===== src/common/cache_cfg.svh =====
`ifndef CACHE_CFG_SVH
`define CACHE_CFG_SVH

// byte address width
`define CACHE_ADDR_W 32

// width of one response word
`define CACHE_WORD_W 64

// sets in each way
`define CACHE_SETS 64

// associativity
`define CACHE_WAYS 2

// words in one cache line
`define CACHE_LINE_WORDS 4

// nonzero start value of the replacement lfsr
`define CACHE_LFSR_SEED 16'hACE1

`endif


===== src/common/cachePkg.sv =====
`default_nettype none

`include "cache_cfg.svh"

package cachePkg;

  // address field widths
  localparam int BYTE_BITS = $clog2(`CACHE_WORD_W / 8);
  localparam int OFFS_BITS = $clog2(`CACHE_LINE_WORDS);
  localparam int IDX_BITS  = $clog2(`CACHE_SETS);
  localparam int TAG_BITS  = `CACHE_ADDR_W - IDX_BITS - OFFS_BITS - BYTE_BITS;
  localparam int LINE_BITS = BYTE_BITS + OFFS_BITS;

  typedef logic [`CACHE_ADDR_W-1:0] addrT;
  typedef logic [TAG_BITS-1:0]      tagT;
  typedef logic [IDX_BITS-1:0]      indexT;
  typedef logic [OFFS_BITS-1:0]     offsetT;
  typedef logic [`CACHE_WORD_W-1:0] wordT;
  // word 0 sits in the low bits
  typedef wordT [`CACHE_LINE_WORDS-1:0] lineT;
  typedef logic [`CACHE_WAYS-1:0]   wayMaskT;

  typedef enum logic [2:0] {
    IDLE,
    LOOKUP,
    COMPARE,
    FETCH,
    FILL,
    RESP
  } ctrlStateT;

  function automatic tagT tagOf(addrT addr);
    return addr[`CACHE_ADDR_W-1 -: TAG_BITS];
  endfunction

  function automatic indexT indexOf(addrT addr);
    return addr[LINE_BITS +: IDX_BITS];
  endfunction

  function automatic offsetT offsetOf(addrT addr);
    return addr[BYTE_BITS +: OFFS_BITS];
  endfunction

endpackage

`default_nettype wire


===== src/cache/hitSelect.sv =====
`default_nettype none
`timescale 1ns/1ps

`include "cache_cfg.svh"

module hitSelect (
  input  wire               clk,
  input  wire               rst_n,
  input  cachePkg::wayMaskT wayHit_i,
  input  cachePkg::lineT    wayLine_i [`CACHE_WAYS],
  input  cachePkg::offsetT  wordSel_i,
  input  wire               respLoad_i,
  output logic              anyHit_o,
  output cachePkg::wordT    respData_o
);

  import cachePkg::*;

  lineT hitLine;
  wordT hitWord;

  assign anyHit_o = |wayHit_i;

  // at most one way hits, so an or-style mux is enough
  always_comb begin
    hitLine = '0;
    for (int w = 0; w < `CACHE_WAYS; w++) begin
      if (wayHit_i[w]) begin
        hitLine = wayLine_i[w];
      end
    end
  end

  assign hitWord = hitLine[wordSel_i];

  // response holds until the next load
  always_ff @(posedge clk or negedge rst_n) begin
    if (!rst_n) begin
      respData_o <= '0;
    end else if (respLoad_i) begin
      respData_o <= hitWord;
    end
  end

endmodule

`default_nettype wire


===== config.mk =====
export PLATFORM = sky130hd
export DESIGN_NAME = hitSelect
export DESIGN_NICKNAME = d
export VERILOG_FILES = /design/src/common/cachePkg.sv /design/src/cache/hitSelect.sv
export VERILOG_INCLUDE_DIRS = /design/src /design/src/common
export SDC_FILE = /design/constraint.sdc
export NUM_CORES = 1
export LEC_CHECK = 0
export ABC_AREA = 1
export BUFFER_PORTS_ARGS = -buffer_cell sky130_fd_sc_hd__buf_2
export CAP_MARGIN = 20
export CORE_AREA = 3 3 227 229
export DETAILED_ROUTE_END_ITERATION = 12
export DIE_AREA = 0 0 230 232
export GPL_TIMING_DRIVEN = 0
export HOLD_SLACK_MARGIN = 0.02
export MAX_ROUTING_LAYER = met4
export SYNTH_ARGS = -nofsm -noshare
export SYNTH_HDL_FRONTEND = slang
export SYNTH_SLANG_ARGS = --single-unit

===== constraint.sdc =====
create_clock -name clk -period 0.8 [get_ports clk]
set_input_delay 0 -clock clk [delete_from_list [all_inputs] [get_ports clk]]
set_output_delay 0 -clock clk [all_outputs]
set_load 0.02 [all_outputs]

==> metrics <==
Biggest register respData_o; Tot Pwr 16.9 mW; outcome complete, but fails checks; total CTS buffers 9; Clock Tree Root clkbuf_16; maximum VDD drop 700 uV; Worst EP required 0.80 ns; CP max stage delay 0.42 ns; Total Wirelength 57600 um; Top Registers respData_o x64; H-tree level count 3; DR vias/cell 4.41; crit path DAT 0.93 ns; Min-Delay Startpoint wayLine_i[264]; Via Count 12100; Max clock buf depth 2; R2R Path End respData_o[29]$_DFFE_PN0P_; Static Leak 8.12 nW; cell taking the most area after synthesis nand2_1; CTS tree yes; crit path launch type flop; FMAX 1070 MHz; critical path type reg2out; Yosys warnings 0; Reg2Reg Setup Slack 0.02 ns; worst path bufs/invs 1; syn_nets 1917; Placed Cells 2655; routed len/inst 21.0 um; nature of the critical path endpoint primary output; Final Non-Filler Cells 2749; final hold vios 0; Slew Limit Fails 0; share of the synthesized area in the top cell type 0.460; cell count after synthesis 1398; overall routing resource usage 0.199; Crit path max-delay family flip-flops; Hold Path Depth 7; Die Span Y 232 um; 1st-iter DRT viols 813; drt pass-1 iters 7; Slew HR 0.739; CP Cell Sequence buf_6; Avg Inst Size Synth 5.23 sq um; r2r startpoint respData_o[29]$_DFFE_PN0P_; Slew @ Worst Pin 0.391 ns; Placed Area 11300 sq um; row count 82; initial antenna violation count 8; sequential area share after synthesis 0.219; io pins 584; final net count 2587; Slowest-stage cell, CP dfrtp_1; I/O Buffers 582; power per cell area 1160 nW/um^2; DP Wirelength 43000 um; Synth cell types 13; CTS Sinks 64; fin worst setup slack -0.133 ns; GRT overflow 0; max reg flops 64; Final setup viols 105; Yosys reg bits 64; share of layout cells above drive strength 1 0.468; initial core utilization 0.147; unrepaired setup endpoints after global routing true; DRC 0; die area 53400 sq um; crit-path max FO 2; Mapped Area 7310 sq um; largest cells by area after synthesis nand2_1 (46%), dfrtp_1 (22%), nand3_1 (22%); Max Cap Viol 0; largest net degree at the start of global routing 35; R2R cell count 3; violated checks setup timing; worst hold endpoint respData_o[8]$_DFFE_PN0P_; GP Congestion 0.953; period utilization 1.17; area growth from synthesis to layout 100%; Detail Route Antenna Nets 0; Clock transition at path regs 0.06 ns; core area 49900 sq um; design area 14600 sq um; vias in the first global route 11600; die width 230 um; Worst Hold Class in2reg; Clock Latency Late Sink 0.37 ns; Fin Clk Skew 0 ns; first-pass GRT wire length 75100 um; Crit. path cell count 1; fin crit period 0.933 ns
## cell usage after synthesis
| library cell | n |
|---|---|
| nand2_1 | 897 |
| nand3_1 | 320 |
| dfrtp_1 | 64 |
| buf_2 | 58 |
| buf_6 | 21 |
| clkbuf_1 | 16 |
| buf_4 | 9 |
| buf_1 | 5 |
| inv_1 | 3 |
| buf_8 | 2 |
| a21oi_4 | 1 |
| inv_2 | 1 |
| inv_6 | 1 |
## final cells by class
cell class	count	area (sq um)
antenna	6	15.0
multi-input combinational	1218	6000
inverter	5	50.0
sequential	64	1600
clock buffer	11	253
timing repair buffer	663	4550
fill	5650	35200
clock inverter	3	42.5
tap	672	841
buffer	107	1280
## routing by layer
layer	up-vias	track usage	routed length, um	share of wire
li1	5786	-	-	-
met1	5548	0.238	23800	0.41
met2	657	0.327	26700	0.46
met3	133	0.0400	4220	0.073
met4	0	0.0853	2920	0.051
met5	-	-	0	0
## cells by family (layout without fill, tap and decap cells)
group                  count (synthesis)  count (layout)  share of synthesized area
AOI/OAI and AO/OA                      1               1                    0.00222
buffers and inverters                116             789                     0.0994
DFF                                   64              64                      0.219
other                                  0               6                          0
and+or+nand+nor                     1217            1217                      0.679
## placed cells by master, fill, tap and decap left out
cell type       synthesis  final
nand2_1               897    785
buf_2                  58    521
nand3_1               320    231
buf_6                  21    107
nand3_2                 0     80
nand2_2                 0     67
dfrtp_1                64     64
nand2_4                 0     45
buf_4                   9     37
clkbuf_16               0     29
buf_12                  0     26
dlygate4sd3_1           0     17
clkbuf_2                0     13
buf_8                   2     12
nand3_4                 0      9
buf_16                  0      8
clkbuf_4                0      7
diode_2                 0      6
inv_1                   3      2
clkinvlp_4              0      2
clkinv_2                0      2
clkbuf_8                0      2
dlymetal6s4s_1          0      2
clkinv_16               0      1
a21oi_4                 1      1
bufinv_16               0      1
## what timing repair did
| action | 4_1_cts | 5_1_grt |
|---|---|---|
| resized for setup | 251 | 295 |
| hold endpoints to repair | 77 | 0 |
| pin swaps | 9 | 122 |
| setup buffers | 21 | 19 |
| gates cloned | 4 | 21 |
| hold buffers | 19 | 0 |
| endpoints found under the setup margin | 129 | 150 |
## report_power, final
| group | total [mW] | internal [mW] | switching, mW |
|---|---|---|---|
| clock network | 4.27 | 2.54 | 1.73 |
| logic | 8.66 | 4.02 | 4.64 |
| registers | 3.99 | 3.65 | 0.332 |
## through the flow
stage	util	worst slack, ns	hold slack [ns]	setup TNS (ns)
after floorplan	-	-0.0392	-0.296	-2.22
after global placement	0.226	-1.55	0.413	-137.92
after detailed placement	0.227	-1.15	-0.0128	-59.95
after CTS	0.259	-0.182	0.0203	-9.03
after global routing	0.293	-0.175	0.0645	-12.74
final	0.293	-0.133	0.0580	-7.92
## worst max-delay path by stage
stage	startpoint	to	slack, ns
finish	respData_o[29]$_DFFE_PN0P_	respData_o[29]	-0.13
global placement	wordSel_i[0]	respData_o[49]$_DFFE_PN0P_	-1.55
global route	respData_o[15]$_DFFE_PN0P_	respData_o[15]	-0.18
detailed placement	wordSel_i[0]	respData_o[25]$_DFFE_PN0P_	-1.15
CTS	respData_o[56]$_DFFE_PN0P_	respData_o[56]	-0.18
floorplan	wayHit_i[1]	respData_o[41]$_DFFE_PN0P_	-0.04
Power figures use the tool's default switching activity.
