## config.mk

```make
export PLATFORM = sky130hd
export DESIGN_NAME = cacheCtrl
export DESIGN_NICKNAME = d
export VERILOG_FILES = /design/src/common/cachePkg.sv /design/src/cache/cacheCtrl.sv
export VERILOG_INCLUDE_DIRS = /design/src /design/src/common
export SDC_FILE = /design/constraint.sdc
export NUM_CORES = 1
export LEC_CHECK = 0
export BUFFER_PORTS_ARGS = -buffer_cell sky130_fd_sc_hd__buf_2
export CAP_MARGIN = 20
export CORE_UTILIZATION = 38
export DETAILED_ROUTE_END_ITERATION = 16
export GPL_TIMING_DRIVEN = 0
export PLACE_DENSITY = 0.79
export SYNTH_ARGS = -nofsm -noshare
export SYNTH_HDL_FRONTEND = slang
export SYNTH_SLANG_ARGS = --single-unit
```

## constraint.sdc

```tcl
create_clock -name clk -period 1.79 [get_ports clk]
set_input_delay 0.0895 -clock clk [delete_from_list [all_inputs] [get_ports clk]]
set_output_delay 0.0895 -clock clk [all_outputs]
set_load 0.02 [all_outputs]
```

## src/common/cache_cfg.svh

```systemverilog
`ifndef CACHE_CFG_SVH
`define CACHE_CFG_SVH

// byte address width
`define CACHE_ADDR_W 32

// width of one response word
`define CACHE_WORD_W 64

// sets in each way
`define CACHE_SETS 64

// associativity
`define CACHE_WAYS 2

// words in one cache line
`define CACHE_LINE_WORDS 4

// nonzero start value of the replacement lfsr
`define CACHE_LFSR_SEED 16'hACE1

`endif

```

## src/common/cachePkg.sv

```systemverilog
`default_nettype none

`include "cache_cfg.svh"

package cachePkg;

  // address field widths
  localparam int BYTE_BITS = $clog2(`CACHE_WORD_W / 8);
  localparam int OFFS_BITS = $clog2(`CACHE_LINE_WORDS);
  localparam int IDX_BITS  = $clog2(`CACHE_SETS);
  localparam int TAG_BITS  = `CACHE_ADDR_W - IDX_BITS - OFFS_BITS - BYTE_BITS;
  localparam int LINE_BITS = BYTE_BITS + OFFS_BITS;

  typedef logic [`CACHE_ADDR_W-1:0] addrT;
  typedef logic [TAG_BITS-1:0]      tagT;
  typedef logic [IDX_BITS-1:0]      indexT;
  typedef logic [OFFS_BITS-1:0]     offsetT;
  typedef logic [`CACHE_WORD_W-1:0] wordT;
  // word 0 sits in the low bits
  typedef wordT [`CACHE_LINE_WORDS-1:0] lineT;
  typedef logic [`CACHE_WAYS-1:0]   wayMaskT;

  typedef enum logic [2:0] {
    IDLE,
    LOOKUP,
    COMPARE,
    FETCH,
    FILL,
    RESP
  } ctrlStateT;

  function automatic tagT tagOf(addrT addr);
    return addr[`CACHE_ADDR_W-1 -: TAG_BITS];
  endfunction

  function automatic indexT indexOf(addrT addr);
    return addr[LINE_BITS +: IDX_BITS];
  endfunction

  function automatic offsetT offsetOf(addrT addr);
    return addr[BYTE_BITS +: OFFS_BITS];
  endfunction

endpackage

`default_nettype wire

```

## src/cache/cacheCtrl.sv

```systemverilog
`default_nettype none
`timescale 1ns/1ps

`include "cache_cfg.svh"

module cacheCtrl (
  input  wire               clk,
  input  wire               rst_n,
  input  wire               reqValid_i,
  input  cachePkg::addrT    reqAddr_i,
  output logic              reqReady_o,
  input  wire               respReady_i,
  input  wire               anyHit_i,
  input  cachePkg::wayMaskT wayValid_i,
  output logic              lookupEn_o,
  output cachePkg::indexT   lookupIndex_o,
  output cachePkg::tagT     cmpTag_o,
  output cachePkg::offsetT  wordSel_o,
  output cachePkg::wayMaskT fillEn_o,
  output cachePkg::indexT   fillIndex_o,
  output cachePkg::tagT     fillTag_o,
  output logic              respLoad_o,
  output logic              respValid_o,
  output logic              fetchStart_o,
  output cachePkg::addrT    fetchAddr_o,
  input  wire               fetchDone_i
);

  import cachePkg::*;

  localparam int WAY_BITS = (`CACHE_WAYS > 1) ? $clog2(`CACHE_WAYS) : 1;

  ctrlStateT state;
  ctrlStateT stateNext;
  addrT      reqAddr;
  wayMaskT   victim;
  wayMaskT   victimNext;
  logic [15:0] lfsr;
  logic        accept;
  logic        missDetect;

  assign accept     = reqValid_i && reqReady_o;
  assign missDetect = (state == COMPARE) && !anyHit_i;

  always_ff @(posedge clk or negedge rst_n) begin
    if (!rst_n) begin
      state <= IDLE;
    end else begin
      state <= stateNext;
    end
  end

  always_comb begin
    stateNext = state;
    case (state)
      IDLE:    if (accept) stateNext = LOOKUP;
      LOOKUP:  stateNext = COMPARE;
      COMPARE: stateNext = anyHit_i ? RESP : FETCH;
      FETCH:   if (fetchDone_i) stateNext = FILL;
      // refilled line is looked up again and then hits
      FILL:    stateNext = LOOKUP;
      RESP:    if (respReady_i) stateNext = IDLE;
      default: stateNext = IDLE;
    endcase
  end

  always_ff @(posedge clk) begin
    if (accept) begin
      reqAddr <= reqAddr_i;
    end
  end

  // x^16 + x^14 + x^13 + x^11 polynomial stepping every cycle
  always_ff @(posedge clk or negedge rst_n) begin
    if (!rst_n) begin
      lfsr <= `CACHE_LFSR_SEED;
    end else begin
      lfsr <= {lfsr[14:0], lfsr[15] ^ lfsr[13] ^ lfsr[12] ^ lfsr[10]};
    end
  end

  // lowest invalid way first, random way otherwise
  always_comb begin
    victimNext = '0;
    victimNext[lfsr[WAY_BITS-1:0]] = 1'b1;
    for (int w = `CACHE_WAYS - 1; w >= 0; w--) begin
      if (!wayValid_i[w]) begin
        victimNext    = '0;
        victimNext[w] = 1'b1;
      end
    end
  end

  always_ff @(posedge clk or negedge rst_n) begin
    if (!rst_n) begin
      victim <= '0;
    end else if (missDetect) begin
      victim <= victimNext;
    end
  end

  assign reqReady_o    = (state == IDLE);
  assign lookupEn_o    = (state == LOOKUP);
  assign lookupIndex_o = indexOf(reqAddr);
  assign cmpTag_o      = tagOf(reqAddr);
  assign wordSel_o     = offsetOf(reqAddr);

  assign fillEn_o    = (state == FILL) ? victim : '0;
  assign fillIndex_o = indexOf(reqAddr);
  assign fillTag_o   = tagOf(reqAddr);

  assign respLoad_o  = (state == COMPARE) && anyHit_i;
  assign respValid_o = (state == RESP);

  // line aligned base for the refill
  assign fetchStart_o = missDetect;
  assign fetchAddr_o  = {tagOf(reqAddr), indexOf(reqAddr), {LINE_BITS{1'b0}}};

endmodule

`default_nettype wire

```

==> flow_metrics.tcl <==
set metrics [dict create \
    yosysTopAreaCellShare 0.419 \
    ir_drop_mv 0.674 \
    die-area_um2 5770 \
    drive_gt1_frac 0.668 \
    drc_errors 0 \
    synth_common_cells "buf_4 (59), edfxtp_1 (29), dfrtp_1 (13), dfstp_2 (8), inv_1 (4)" \
    place_congestion 0.729 \
    via_count 1533 \
    critical_path_required_ns 1.75 \
    start_kind "flop" \
    synthArstFlopShare 0.420 \
    synth_top_family_by_area "buffers and inverters" \
    yosysSeqAreaShare 0.676 \
    diodes 0 \
    port_buffers 126 \
    synth-simple-area-share 0.0451 \
    grt_pass1_vias 1428 \
    nNetsFinal 349 \
    yosys_warnings 0 \
    rr_worst_depth 3 \
    max_cap_violations 0 \
    chipHeight_um 76.0 \
    fin_tns_setup_ns 0 \
    synth_area_per_cell_um2 14.7 \
    coreArea_um2 5170 \
    chipWidth_um 76.0 \
    yosys_most_used_dff "edfxtp_1" \
    grt_overflow 0 \
    via_per_inst 4.03 \
    ctsHoldBuffers 31 \
    yosysTopAreaCell "edfxtp_1" \
    synth_area_leaders "edfxtp_1 (42%), buf_4 (21%), dfrtp_1 (16%)" \
    cts_buffers 5 \
    wl_mm 4.45 \
    synth.area.mux_share 0.00481 \
    synth_compound_area_frac 0.0259 \
    cts-resized-gates 0 \
    synth-xor-area-share 0.0126 \
    finalSetupViolCount 0 \
    cts_setup_buffers 0 \
    rsz0062_at_grt "false" \
    clockBufferDepth 2 \
    skew_ns 0.00804 \
    postPlaceCellArea_um2 2820 \
    syn-cell-area_um2 2080 \
    hold_viol 0 \
    initial_core_util 0.402 \
    ys_ff_latch 50 \
    ant_nets 0 \
    path_max_fanout 29 \
    fmax_mhz 635 \
    total_power_w 0.00392 \
    fin_area_um2 3220 \
    dpl_worst_slack_ns 0.200 \
    clkTransAtPathRegs_ns 0.09 \
    rows 26 \
    cts_tree "built" \
    io_pins 135 \
    drv_slew 0 \
    grt_pass1_wl_mm 6.93 \
    fillers 409 \
    first_pass_iters 4 \
    first_iter_violations 46 \
    grt_use_total 0.154 \
    synthAdderAreaFrac 0 \
    synth-edff-count 29 \
    syn_to_final_growth_pct 54.9 \
    powerDensity_nw_per_um2 1220 \
    htree_levels 2 \
    clkLatencyLatePin_ns 0.30 \
    period_share 0.880 \
    worst-setup-path-type "flop to flop" \
    ys_types 27 \
    avgRoutedWirePerCell_um 11.7 \
    post-synth-top-count-cell "buf_4" \
    leakage_nw 1.60 \
    multi_input_area_um2 210 \
    timing.final.ws_setup_ns 0.215 \
    antenna_found_initial 0 \
    cp.arrival_ns 1.54 \
    whs_path_depth 2 \
    hold_path_class "input pin to flop" \
    clock-root-buffer "clkbuf_8" \
    endpoint_kind "flop" \
    cts_num_sinks 50 \
    grt_start_max_net_pins 30 \
    fin_crit_ns 1.58 \
    register_area_um2 1410 \
    hpwlAfterDp_mm 3.21 \
    netlist_instances 141 \
    status "complete, no violations" \
]
[cells in the final DEF, fill, tap and decap left out, types with 2 or more instances in the layout]
cell,count
dfstp_2,8
buf_4,59
clkinv_4,2
clkbuf_8,5
dfrtp_1,13
dlygate4sd3_1,31
inv_1,4
o21ai_0,2
nand3_1,2
edfxtp_1,29
xnor2_1,2
buf_6,2
buf_2,127
nor2_1,2
conb_1,5
a21oi_1,2
[state kept, by name (all words and copies together) (netlist names)]
signal / cells
lfsr: 16
reqAddr: 29
state: 3
victim: 2
[worst max-delay path, stage by stage (launching register included)]
cell and delay, ns:
dfrtp_1 0.41, buf_2 0.19, nor3_2 0.21, and2_4 0.42
[report_power, final]
group	total (W)	switching [W]	internal [W]
registers	0.00159	0.000133	0.00146
logic	0.00169	0.000948	0.000741
clock network	0.000646	0.000370	0.000275
[kinds of logic after synthesis]
| group | Yosys count |
|---|---|
| compound gates | 8 |
| mux | 1 |
| other cells | 1 |
| flops | 50 |
| xor+xnor | 3 |
| buf+inv | 66 |
| simple gates | 12 |
[area by class of cell]
type | instances | area share
plain buffers | 62 | 0.146
clock buffers | 5 | 0.0214
clock inverters | 3 | 0.00660
inverters | 4 | 0.00466
multi-input cells | 29 | 0.0653
flip-flops and latches | 50 | 0.437
well taps | 70 | 0.0272
repair buffers | 157 | 0.292
[path summary, 6_finish.rpt]
check / start / endpoint / slack [ns]
max: state[2]$_DFFE_PN0P_ / reqAddr[18]$_DFFE_PP_ / 0.21
min: fetchDone_i / state[1]$_DFFE_PN0P_ / 0.03
max reg2reg: state[2]$_DFFE_PN0P_ / reqAddr[18]$_DFFE_PP_ / 0.21
min reg2reg: lfsr[14]$_DFF_PN0_ / lfsr[15]$_DFF_PN1_ / 0.36
max in group asynchronous: rst_n / lfsr[0]$_DFF_PN1_ / 1.20
min in group asynchronous: rst_n / lfsr[8]$_DFF_PN0_ / 0.25
[stage by stage]
| stage | hold slack [ns] | std cells | util |
|---|---|---|---|
| final | 0.0288 | 380 | 0.623 |
| after floorplan | -0.206 | 145 | - |
| after CTS | 0.0229 | 380 | 0.623 |
| after global placement | 0.0511 | 341 | 0.545 |
| after detailed placement | 0.0584 | 341 | 0.545 |
| after global routing | 0.0415 | 380 | 0.623 |
[layer usage]
metal | track usage | wire (µm) | vias to the layer above
met5 | 0 | 0 | -
met4 | 0.0231 | 23 | 0
met3 | 0.0527 | 322 | 4
met2 | 0.299 | 2460 | 78
met1 | 0.162 | 1650 | 704
li1 | - | - | 747
Note: power is estimated with default switching activity, not from simulation.
