===== src/common/cache_cfg.svh =====
`ifndef CACHE_CFG_SVH
`define CACHE_CFG_SVH

// byte address width
`define CACHE_ADDR_W 32

// width of one response word
`define CACHE_WORD_W 64

// sets in each way
`define CACHE_SETS 64

// associativity
`define CACHE_WAYS 2

// words in one cache line
`define CACHE_LINE_WORDS 4

// nonzero start value of the replacement lfsr
`define CACHE_LFSR_SEED 16'hACE1

`endif


===== src/common/cachePkg.sv =====
`default_nettype none

`include "cache_cfg.svh"

package cachePkg;

  // address field widths
  localparam int BYTE_BITS = $clog2(`CACHE_WORD_W / 8);
  localparam int OFFS_BITS = $clog2(`CACHE_LINE_WORDS);
  localparam int IDX_BITS  = $clog2(`CACHE_SETS);
  localparam int TAG_BITS  = `CACHE_ADDR_W - IDX_BITS - OFFS_BITS - BYTE_BITS;
  localparam int LINE_BITS = BYTE_BITS + OFFS_BITS;

  typedef logic [`CACHE_ADDR_W-1:0] addrT;
  typedef logic [TAG_BITS-1:0]      tagT;
  typedef logic [IDX_BITS-1:0]      indexT;
  typedef logic [OFFS_BITS-1:0]     offsetT;
  typedef logic [`CACHE_WORD_W-1:0] wordT;
  // word 0 sits in the low bits
  typedef wordT [`CACHE_LINE_WORDS-1:0] lineT;
  typedef logic [`CACHE_WAYS-1:0]   wayMaskT;

  typedef enum logic [2:0] {
    IDLE,
    LOOKUP,
    COMPARE,
    FETCH,
    FILL,
    RESP
  } ctrlStateT;

  function automatic tagT tagOf(addrT addr);
    return addr[`CACHE_ADDR_W-1 -: TAG_BITS];
  endfunction

  function automatic indexT indexOf(addrT addr);
    return addr[LINE_BITS +: IDX_BITS];
  endfunction

  function automatic offsetT offsetOf(addrT addr);
    return addr[BYTE_BITS +: OFFS_BITS];
  endfunction

endpackage

`default_nettype wire


===== src/logic/axiLineFetch.sv =====
`default_nettype none
`timescale 1ns/1ps

module axiLineFetch (
  input  wire             clk,
  input  wire             rst_n,
  input  wire             fetchStart_i,
  input  cachePkg::addrT  fetchAddr_i,
  output logic            fetchDone_o,
  output cachePkg::lineT  fetchLine_o,
  output logic            arValid_o,
  output cachePkg::addrT  arAddr_o,
  output logic [2:0]      arProt_o,
  input  wire             arReady_i,
  input  wire             rValid_i,
  input  cachePkg::wordT  rData_i,
  // error responses are ignored and the data is taken as is
  input  wire [1:0]       rResp_i,
  output logic            rReady_o
);

  import cachePkg::*;

  addrT   baseAddr;
  offsetT beat;
  logic   arDone;
  logic   rDone;

  assign arDone = arValid_o && arReady_i;
  assign rDone  = rValid_i && rReady_o;

  // one outstanding beat with the address phase before the data phase
  always_ff @(posedge clk or negedge rst_n) begin
    if (!rst_n) begin
      arValid_o   <= 1'b0;
      rReady_o    <= 1'b0;
      beat        <= '0;
      fetchDone_o <= 1'b0;
    end else begin
      fetchDone_o <= 1'b0;
      if (fetchStart_i) begin
        beat      <= '0;
        arValid_o <= 1'b1;
      end else if (arDone) begin
        arValid_o <= 1'b0;
        rReady_o  <= 1'b1;
      end else if (rDone) begin
        rReady_o <= 1'b0;
        if (beat == '1) begin
          fetchDone_o <= 1'b1;
        end else begin
          beat      <= beat + 1'b1;
          arValid_o <= 1'b1;
        end
      end
    end
  end

  always_ff @(posedge clk) begin
    if (fetchStart_i) begin
      baseAddr <= fetchAddr_i;
    end
  end

  // each word lands in its own slot
  always_ff @(posedge clk) begin
    if (rDone) begin
      fetchLine_o[beat] <= rData_i;
    end
  end

  assign arAddr_o = baseAddr + (addrT'(beat) << BYTE_BITS);
  assign arProt_o = 3'b000;

endmodule

`default_nettype wire


===== config.mk =====
export PLATFORM = sky130hd
export DESIGN_NAME = axiLineFetch
export DESIGN_NICKNAME = d
export VERILOG_FILES = /design/src/common/cachePkg.sv /design/src/logic/axiLineFetch.sv
export VERILOG_INCLUDE_DIRS = /design/src /design/src/common
export SDC_FILE = /design/constraint.sdc
export NUM_CORES = 1
export LEC_CHECK = 0
export ABC_AREA = 1
export BUFFER_PORTS_ARGS = -buffer_cell sky130_fd_sc_hd__buf_2
export CORE_ASPECT_RATIO = 2
export CORE_UTILIZATION = 39
export DETAILED_ROUTE_END_ITERATION = 16
export GPL_ROUTABILITY_DRIVEN = 1
export GPL_TIMING_DRIVEN = 0
export PLACE_DENSITY = 0.7
export SLEW_MARGIN = 20
export SYNTH_ARGS = -nofsm -noshare
export SYNTH_HDL_FRONTEND = slang
export SYNTH_SLANG_ARGS = --single-unit

===== constraint.sdc =====
create_clock -name clk -period 8.62 [get_ports clk]
set_input_delay 2.586 -clock clk [delete_from_list [all_inputs] [get_ports clk]]
set_output_delay 2.586 -clock clk [all_outputs]
set_load 0.01 [all_outputs]

==> out/metrics.csv, run 1 <==
metric,value,unit
outcome,"finished, final reports clean",
p_int,2.39,mW
drt-initial-drc-count,370,
grt_pass1_wl,34800,um
max_stage_delay,460,ps
p_clk_share,36.8,%
synth_top_area_share,87.8,%
area_growth_syn_to_layout,35.9,%
seq_area,0.00877,sq mm
timing.setup.tns,0,ps
yosysTopAreaCell,edfxtp_1,
critPathKind,reg -> out,
num_vias,5989,
skew,21.1,ps
num_rows,81,
grt_pass1_vias,6125,
cts-root-buf,clkbuf_16,
gr-usage-all-layers,18.5,%
synth_most_common_cell,edfxtp_1,
clockBufferDepth,3,
holdCritPathClass,reg -> reg,
port_buffers,391,
finalWeightedCongestion,0.956,
ys_types,19,
use_met1,17.6,%
wirelength,25100,um
max_cap_viol_count,0,
cp_max_fo,5,
sw_frac_of_total,21.9,%
hpwl,19000,um
die_x,114,um
grtUsageMet3,4.38,%
ctsResizeCount,0,
clk_pin_slew,70,ps
power_density,229,mW/mm^2
grt.busiest_layer,met2,
drtAntennaViolNets,0,
synth_top_flop_cell,edfxtp_1,
core_area,0.0246,sq mm
globalRouteMet2Util,35.6,%
ys_ff_latch,293,
fmax,0.187,GHz
max_slew_margin,41.6,%
required,6030,ps
cts_sinks,293,
ir_drop,0.230,mV
slew_viol_final,0,
cp_slowest_cell,fa_1,
clk_latency,540,ps
drive_above_1_share,46.4,%
io_pins,397,
fin_hold_ws,512,ps
start_kind,flop,
grt_max_degree,36,
cts_setup_buffers,0,
via_per_inst,4.57,
yosys-top-cells-count,"288 x edfxtp_1, 95 x nand2_1, 44 x nor2_1, 36 x inv_1, 14 x nand3_1",
synthArstFlopShare,1.71,%
syn_inst,524,
seq_area_frac_synth,89.1,%
critPathArrivalTime,2760,ps
first_pass_iters,4,
multi_input_area,932,sq um
grt_overflow,0,
cp-end-kind,output port,
cts.htree.levels,1,
holdBufCountCts,0,
p_leak,5.36,nW
crit_chain,ha_1 -> inv_1 -> fa_1 -> nor2_2 -> nand2_2 -> nor2_1 -> xor2_1 -> buf_2,
setup_violations,0,
antenna_found_initial,4,
cts_tree,done,
rsz0062_at_grt,false,
ys_top_cells_by_area,"edfxtp_1 88%, nand2_1 3.6%, nor2_1 1.7%",
drc_errors,0,
synth-edff-count,288,
combPwrFrac,8.4,%
netlist_area,0.00985,sq mm
nNetsFinal,1067,
synth_warnings,0,
cts_made_buffers,26,
synth_area_per_cell,18.8,sq um
nFillCells,2016,
p_sw,671,uW
min_period,5350,ps
start_util,40.0,%
die_h,227,um
hold_violations,0,
period_share,62.0,%
seq_power_share,54.7,%
fp.dieArea,0.0259,sq mm
avgRoutedWirePerCell,19.1,um
worstMarginPinSlew,876,ps
==> worst paths after layout <==
check                      startpoint               to  slack (ps)  depth (start not counted)
setup / recovery              beat[0]     arAddr_o[19]        3270                          8
min in group asynchronous       rst_n      fetchDone_o        1850                          1
hold reg to reg              rReady_o         rReady_o         510                          2
max in group asynchronous       rst_n         rReady_o        6630                          1
hold / removal               rReady_o         rReady_o         510                          2
setup reg to reg              beat[1]  fetchLine_o[68]        6740                          6
==> final cells by class <==
class | count | share of cell area, %
repair buffers | 403 | 16.8
plain buffers | 6 | 0.337
clock inverters | 16 | 1.22
clock buffers | 32 | 5.03
multi-input cells | 191 | 6.97
flip-flops and latches | 293 | 65.6
inverters | 36 | 1.01
diodes | 1 | 0.0187
well taps | 332 | 3.10
==> worst max-delay path, delay by kind of cell (launching register included) <==
| family | cells | cell delay (ps) |
|---|---|---|
| XOR/XNOR | 1 | 310 |
| adder cells (fa/ha/maj) | 2 | 660 |
| buffers and inverters | 2 | 250 |
| flip-flops | 1 | 430 |
| AND/OR/NAND/NOR | 3 | 570 |
==> metrics by stage <==
stage / std cells / area [sq um] / power (mW) / setup slack, ps / utilization (%)
final: 1310 / 13400 / 3.06 / 3270 / 54.3
after detailed placement: 1261 / 12500 / 1.97 / 3910 / 50.9
after floorplan: 526 / 9860 / 1.81 / 2740 / -
after global placement: 1249 / 12200 / 1.95 / 439 / 49.7
after CTS: 1309 / 13400 / 3.09 / 3310 / 54.3
after global routing: 1309 / 13400 / 3.16 / 3100 / 54.3
==> layer usage <==
| metal | wire (um) | up-vias |
|---|---|---|
| met5 | 36 | - |
| li1 | - | 2746 |
| met4 | 1130 | 6 |
| met3 | 1790 | 68 |
| met1 | 7990 | 2877 |
| met2 | 14100 | 292 |
==> layout by cell type, fill, tap and decap left out, types with 2 or more instances in the layout <==
cell,instances
nor2_2,3
nor2_4,4
o21ai_0,4
clkbuf_16,26
clkbuf_1,6
nand3b_1,4
bufinv_16,3
dfrtp_1,5
xnor2_1,7
buf_16,6
buf_4,6
buf_12,6
conb_1,3
clkinv_2,3
edfxtp_1,288
nand2_1,95
xor2_1,5
nand2_2,2
inv_1,36
ha_1,6
clkinv_1,7
nor2_1,40
nand3_1,14
buf_2,391
==> power by group through the flow <==
| stage | clock network (mW) | registers (mW) | logic, mW |
|---|---|---|---|
| CTS | 1.15 | 1.68 | 0.262 |
| global placement | 0 | 1.72 | 0.231 |
| floorplan | 0 | 1.74 | 0.0724 |
| detailed placement | 0 | 1.71 | 0.262 |
| finish | 1.13 | 1.68 | 0.258 |
| global route | 1.20 | 1.68 | 0.280 |
==> cells by family (layout without fill, tap and decap cells) <==
family,count (synthesis),count (layout),share of synthesized area [%]
flip-flops,293,293,89.1
AND/OR/NAND/NOR,164,164,6.76
buffers and inverters,42,493,1.83
XOR/XNOR,12,12,1.07
adder cells (fa/ha/maj),7,7,0.966
AO/OA/AOI/OAI,5,5,0.254
other,1,4,0.0381
==> state kept, by name, indices dropped and copies added (netlist names) <==
register and count:
fetchLine_o 256, fetchDone_o 1, arValid_o 1, rReady_o 1, beat 2, baseAddr 32
Note: power is estimated with default switching activity, not from simulation.
==> run 2: changes to the inputs <==
- ABC_AREA: 1 -> 0
- PLACE_DENSITY: 0.7 -> 0.73
- clock period: 8.62 -> 4.7 ns (I/O delays scaled with it)
==> out/metrics.csv, run 2 <==
metric,value,unit,change
critPathKind,reg -> out,,unchanged
met2_wirelength,12500,um,was 14100 um
setup_violations,0,,unchanged
required,3290,ps,was 6030 ps
cts_tree,done,,unchanged
cp_max_fo,4,,was 5
yosysTopAreaCell,edfxtp_1,,unchanged
nNetsFinal,935,,was 1067
max_stage_delay,570,ps,was 460 ps
nFillCells,1945,,was 2016
ctsResizeCount,0,,unchanged
die_h,224,um,was 227 um
p_clk_share,35.6,%,was 36.8%
synth_area_per_cell,23.8,sq um,was 18.8 sq um
m1WireLength,6990,um,was 7990 um
p_int,4.05,mW,was 2.39 mW
start_kind,flop,,unchanged
syn_inst,402,,was 524
drc_errors,0,,unchanged
avgRoutedWirePerCell,19.4,um,was 19.1 um
worstSetupStartpoint,beat[0],,unchanged
num_rows,80,,was 81
grt_max_degree,42,,was 36
drtAntennaViolNets,0,,unchanged
holdBufCountCts,0,,unchanged
clk_pin_slew,70,ps,about the same
placed_cell_area,0.0120,sq mm,was 0.0125 sq mm
utilization,53.0,%,was 54.3%
ys_top_cells_by_area,"edfxtp_1 90%, xnor2_1 1.9%, dfrtp_1 1.3%",,"was edfxtp_1 88%, nand2_1 3.6%, nor2_1 1.7%"
port_buffers,391,,unchanged
netlist_area,0.00957,sq mm,was 0.00985 sq mm
p_leak,4.96,nW,was 5.36 nW
clockBufferDepth,3,,unchanged
seq_power_share,58.8,%,was 54.7%
hpwl,15700,um,was 19000 um
fp.dieArea,0.0252,sq mm,was 0.0259 sq mm
grt_pass1_wl,30600,um,was 34800 um
synthArstFlopShare,1.71,%,unchanged
first_pass_iters,4,,unchanged
finalWeightedCongestion,0.842,,was 0.956
synth_top_area_share,90.3,%,was 87.8%
cts_setup_buffers,0,,unchanged
seq_area_frac_synth,91.6,%,was 89.1%
cts_made_buffers,24,,was 26
cts.htree.levels,1,,unchanged
critPathArrivalTime,2970,ps,was 2760 ps
cp_slowest_cell,nor4_1,,was fa_1
grt_pass1_vias,5353,,was 6125
power,5.11,mW,was 3.06 mW
skew,15.9,ps,was 21.1 ps
yosys-top-cells-count,"288 x edfxtp_1, 21 x xnor2_1, 11 x nand3_1",,"was 288 x edfxtp_1, 95 x nand2_1, 44 x nor2_1, 36 x inv_1, 14 x nand3_1"
start_util,39.8,%,was 40.0%
synth_top_flop_cell,edfxtp_1,,unchanged
gr-usage-all-layers,16.8,%,was 18.5%
wl_met3,1590,um,was 1790 um
synth_most_common_cell,edfxtp_1,,unchanged
drt-initial-drc-count,291,,was 370
hold_violations,0,,unchanged
reg_top3,"fetchLine_o: 256 flops, baseAddr: 32 flops, beat: 2 flops",,unchanged
ys_types,30,,was 19
layout_common_cells,"391 x buf_2, 288 x edfxtp_1, 25 x clkbuf_16",,"was 391 x buf_2, 288 x edfxtp_1, 95 x nand2_1"
core_area,0.0240,sq mm,was 0.0246 sq mm
min_path_cells,2,,unchanged
hold_path.startpoint,arValid_o,,was rReady_o
worstMarginPinSlew,985,ps,was 876 ps
path_depth,8,,unchanged
outcome,"finished, final reports clean",,unchanged
period_share,93.1,%,
crit_chain,ha_1 -> inv_1 -> fa_1 -> nand4b_1 -> nor4_1 -> nand4_1 -> xnor2_1 -> buf_2,,was ha_1 -> inv_1 -> fa_1 -> nor2_2 -> nand2_2 -> nor2_1 -> xor2_1 -> buf_2
rsz0062_at_grt,false,,unchanged
cp-end-kind,output port,,unchanged
pre_cts_ws,848,ps,was 3910 ps
stdcell_count,1131,,was 1310
max_cap_viol_count,0,,unchanged
wirelength,21900,um,was 25100 um
top_layer,met5,,unchanged
antenna_found_initial,5,,was 4
cts-root-buf,clkbuf_16,,unchanged
ys_ff_latch,293,,unchanged
fmax,0.229,GHz,
clk_latency,520,ps,was 540 ps
max_slew_margin,33.8,%,was 41.6%
min_period,4380,ps,
combPwrFrac,5.7,%,was 8.4%
drive_above_1_share,52.9,%,was 46.4%
power_density,402,mW/mm^2,was 229 mW/mm^2
r2r_start,beat[1],,unchanged
grt_overflow,0,,unchanged
largest_reg_flops,256,,unchanged
cts_sinks,293,,unchanged
synth_warnings,0,,unchanged
path_buf_inv,2,,unchanged
p_sw,1.06,mW,was 671 uW
holdCritPathClass,reg -> reg,,unchanged
crit_family,simple AND/OR/NAND/NOR gates,,was adder cells
worst_slack,324,ps,was 3270 ps
die_x,113,um,was 114 um
slew_viol_final,0,,unchanged
top_register,fetchLine_o,,unchanged
worstRegToRegCells,4,,was 6
io_pins,397,,unchanged
via_per_inst,4.70,,was 4.57
synth-edff-count,288,,unchanged
layout_commonest_cell,buf_2,,unchanged
area_growth_syn_to_layout,32.9,%,was 35.9%
dp_cells,1086,,was 1261
num_vias,5320,,was 5989
design_area,0.0127,sq mm,was 0.0134 sq mm
sw_frac_of_total,20.8,%,was 21.9%
ir_drop,0.468,mV,was 0.230 mV
[run 2: final timing paths]
| kind | endpoint | slack (ps) |
|---|---|---|
| max | arAddr_o[21] | 320 |
| min | arValid_o | 560 |
| max reg2reg | fetchLine_o[30] | 2750 |
| min reg2reg | arValid_o | 560 |
| max in group asynchronous | rReady_o | 3880 |
| min in group asynchronous | arValid_o | 690 |
[run 2: power groups by stage]
stage | logic, mW | registers, mW | clock network (mW)
5_1_grt | 0.313 | 3.01 | 1.95
2_1_floorplan | 0.0786 | 3.09 | 0
4_1_cts | 0.295 | 3.01 | 1.87
3_3_place_gp | 0.279 | 3.07 | 0
6_report | 0.290 | 3.01 | 1.82
3_5_place_dp | 0.293 | 3.06 | 0
[run 2: worst min-delay path, delay by kind of cell, from the launching register on]
| family | cells | cell delay (ps) |
|---|---|---|
| AND/OR/NAND/NOR | 1 | 60 |
| flip-flops | 1 | 390 |
| AO/OA/AOI/OAI | 1 | 80 |
[run 2: metal layers]
| layer | GRT usage (%) | vias to the layer above |
|---|---|---|
| met5 | 0 | - |
| met4 | 9.08 | 2 |
| met3 | 4.55 | 46 |
| met2 | 32.6 | 277 |
| met1 | 15.4 | 2576 |
| li1 | - | 2419 |
[run 2: cell families (layout without fill, tap and decap cells)]
kind of cell	Yosys count	after routing	share of synthesized area, %
and+or+nand+nor	54	54	3.66
buffers and inverters	14	450	0.784
AOI/OAI and AO/OA	4	4	0.209
muxes	1	1	0.105
xor gates and xnor gates	28	28	2.56
DFF	293	293	91.6
other	1	7	0.0392
adders and majority gates	7	7	0.993
[run 2: metrics by stage]
stage	hold slack [ps]	TNS, ps
after floorplan	542	0
after global placement	527	-18340
after detailed placement	531	0
after CTS	555	0
after global routing	592	0
final	557	0
[run 2: cell type report]
type	count	area (sq um)	area share [%]
flip-flops and latches	293	8770	68.9
plain buffers	6	45.0	0.354
well taps	287	359	2.82
multi-input cells	97	752	5.91
repair buffers	395	2040	16.1
clock buffers	27	633	4.97
clock inverters	14	80.1	0.629
inverters	8	30.0	0.236
diodes	4	10.0	0.0786
==> run 3: changes to the inputs <==
==> constraint.sdc (replaced) <==
create_clock -name clk -period 4.7 [get_ports clk]
set_input_delay 0.47 -clock clk [delete_from_list [all_inputs] [get_ports clk]]
set_output_delay 0.47 -clock clk [all_outputs]
set_load 0.01 [all_outputs]
==> out/metrics.csv, run 3 (synthesis results as in run 2) <==
metric,value,unit,change
drtAntennaViolNets,0,,unchanged
worstMarginPinSlew,988,ps,was 985 ps
p_leak,4.96,nW,about the same
holdCritPathClass,in -> reg,,was reg -> reg
num_rows,80,,unchanged
outcome,"finished, final reports clean",,unchanged
path_depth,8,,unchanged
p_clk_share,35.5,%,was 35.6%
max_slew_margin,33.6,%,was 33.8%
timing.setup.tns,0,ps,unchanged
sw_frac_of_total,20.8,%,about the same
die_h,224,um,unchanged
hpwl,15700,um,unchanged
worstSetupStartpoint,beat[0],,unchanged
multi_input_area,752,sq um,unchanged
slew_viol_final,0,,unchanged
gr-usage-all-layers,16.8,%,about the same
cp_max_fo,4,,unchanged
largest_reg_flops,256,,unchanged
cp_slowest_cell,nor4_1,,unchanged
ctsResizeCount,0,,unchanged
critPathArrivalTime,2930,ps,was 2970 ps
first_pass_iters,4,,unchanged
clk_pin_slew,70,ps,about the same
antenna_found_initial,5,,unchanged
cts_tree,done,,unchanged
layout_common_cells,"391 x buf_2, 288 x edfxtp_1, 25 x clkbuf_16",,unchanged
hold_violations,0,,unchanged
top_register,fetchLine_o,,unchanged
crit_chain,ha_1 -> inv_1 -> fa_1 -> nand4b_1 -> nor4_1 -> nand4_1 -> xnor2_1 -> buf_2,,unchanged
period_share,72.4,%,was 93.1%
max_stage_delay,540,ps,was 570 ps
crit_family,simple AND/OR/NAND/NOR gates,,unchanged
path_buf_inv,2,,unchanged
power_density,401,mW/mm^2,was 402 mW/mm^2
layout_commonest_cell,buf_2,,unchanged
cts-root-buf,clkbuf_16,,unchanged
max_cap_viol_count,0,,unchanged
cts_made_buffers,24,,unchanged
drc_errors,0,,unchanged
port_buffers,391,,unchanged
use_met1,15.4,%,about the same
cp-end-kind,output port,,unchanged
grt_overflow,0,,unchanged
core_area,0.0240,sq mm,unchanged
utilization,53.0,%,about the same
worstRegToRegCells,4,,unchanged
seq_power_share,58.8,%,about the same
die_x,113,um,unchanged
skew,15.1,ps,was 15.9 ps
nFillCells,1944,,was 1945
via_per_inst,4.72,,was 4.70
area_growth_syn_to_layout,33.0,%,was 32.9%
io_pins,397,,unchanged
p_sw,1.06,mW,about the same
drive_above_1_share,52.8,%,was 52.9%
critPathKind,reg -> out,,unchanged
num_vias,5335,,was 5320
min_period,3400,ps,was 4380 ps
p_int,4.05,mW,about the same
setup_violations,0,,unchanged
grt_pass1_vias,5359,,was 5353
r2r_start,beat[1],,unchanged
grtUsageMet3,4.52,%,was 4.55%
grt_max_degree,42,,unchanged
reg2reg_to,fetchLine_o[88],,was fetchLine_o[30]
required,4230,ps,was 3290 ps
grt_pass1_wl,30700,um,was 30600 um
combPwrFrac,5.7,%,about the same
grt.busiest_layer,met2,,unchanged
avgRoutedWirePerCell,19.4,um,about the same
drt-initial-drc-count,263,,was 291
cp-endpoint,arAddr_o[21],,unchanged
reg_top3,"fetchLine_o: 256 flops, baseAddr: 32 flops, beat: 2 flops",,unchanged
wirelength,21900,um,about the same
fp.dieArea,0.0252,sq mm,unchanged
start_kind,flop,,unchanged
r2r_setup_slack,2750,ps,about the same
cts.htree.levels,1,,unchanged
clk_latency,520,ps,about the same
finalWeightedCongestion,0.842,,unchanged
nNetsFinal,936,,was 935
clockBufferDepth,3,,unchanged
globalRouteMet2Util,32.6,%,about the same
cts_sinks,293,,unchanged
rsz0062_at_grt,false,,unchanged
fmax,0.294,GHz,was 0.229 GHz
start_util,39.8,%,unchanged
seq_area,0.00877,sq mm,unchanged
ir_drop,0.467,mV,was 0.468 mV
==> run 3: metrics by stage <==
stage               total power, mW  std cells  area (sq um)  hold WS [ps]  worst slack [ps]
global placement               3.35       1082         11900           286               729
floorplan                      3.17        404          9580           174              2060
CTS                            5.17       1128         12700          88.4              1210
global route                   5.28       1130         12700          93.5               989
detailed placement             3.36       1086         12000           292              1790
finish                         5.11       1131         12700           119              1300
==> run 3: routing by layer <==
metal | up-vias | share of wire (%)
li1 | 2418 | -
met2 | 287 | 57
met5 | - | 0.11
met4 | 4 | 3.9
met1 | 2577 | 32
met3 | 49 | 7.3
==> run 3: how the worst min path moves through the flow <==
| stage | from | endpoint | slack (ps) | cells past startpoint |
|---|---|---|---|---|
| after floorplan | rst_n | arValid_o | 170 | 0 |
| after global placement | rst_n | fetchDone_o | 290 | 1 |
| after detailed placement | rst_n | fetchDone_o | 290 | 1 |
| after CTS | fetchAddr_i[24] | baseAddr[24] | 90 | 1 |
| after global routing | fetchAddr_i[26] | baseAddr[26] | 90 | 1 |
| final | fetchAddr_i[24] | baseAddr[24] | 120 | 1 |
==> run 3: power by group through the flow <==
stage	combinational (mW)	clock [mW]	sequential (mW)
3_3_place_gp	0.279	0	3.07
4_1_cts	0.295	1.87	3.01
3_5_place_dp	0.293	0	3.06
6_report	0.291	1.82	3.01
5_1_grt	0.314	1.95	3.01
2_1_floorplan	0.0786	0	3.09
==> run 3: worst register-to-register path, delay by kind of cell (launching register included) <==
kind | cells | cell delay (ps)
and+or+nand+nor | 1 | 540
buffers and inverters | 2 | 470
DFF | 1 | 440
adders and majority gates | 1 | 160
==> run 3: area by class of cell <==
class	instances	share of cell area, %
Clock buffer	27	4.97
Clock inverter	14	0.629
Multi-Input combinational cell	97	5.90
Buffer	6	0.354
Timing Repair Buffer	396	16.1
Sequential cell	293	68.9
Inverter	8	0.236
Tap cell	287	2.82
Antenna cell	3	0.0590
==> run 3: timing repair <==
action / 4_1_cts / 5_1_grt
hold buffers: 1 / 0
endpoints found under the setup margin: 0 / 0
buffers inserted: 0 / 0
endpoints found under the hold margin: 5 / 0
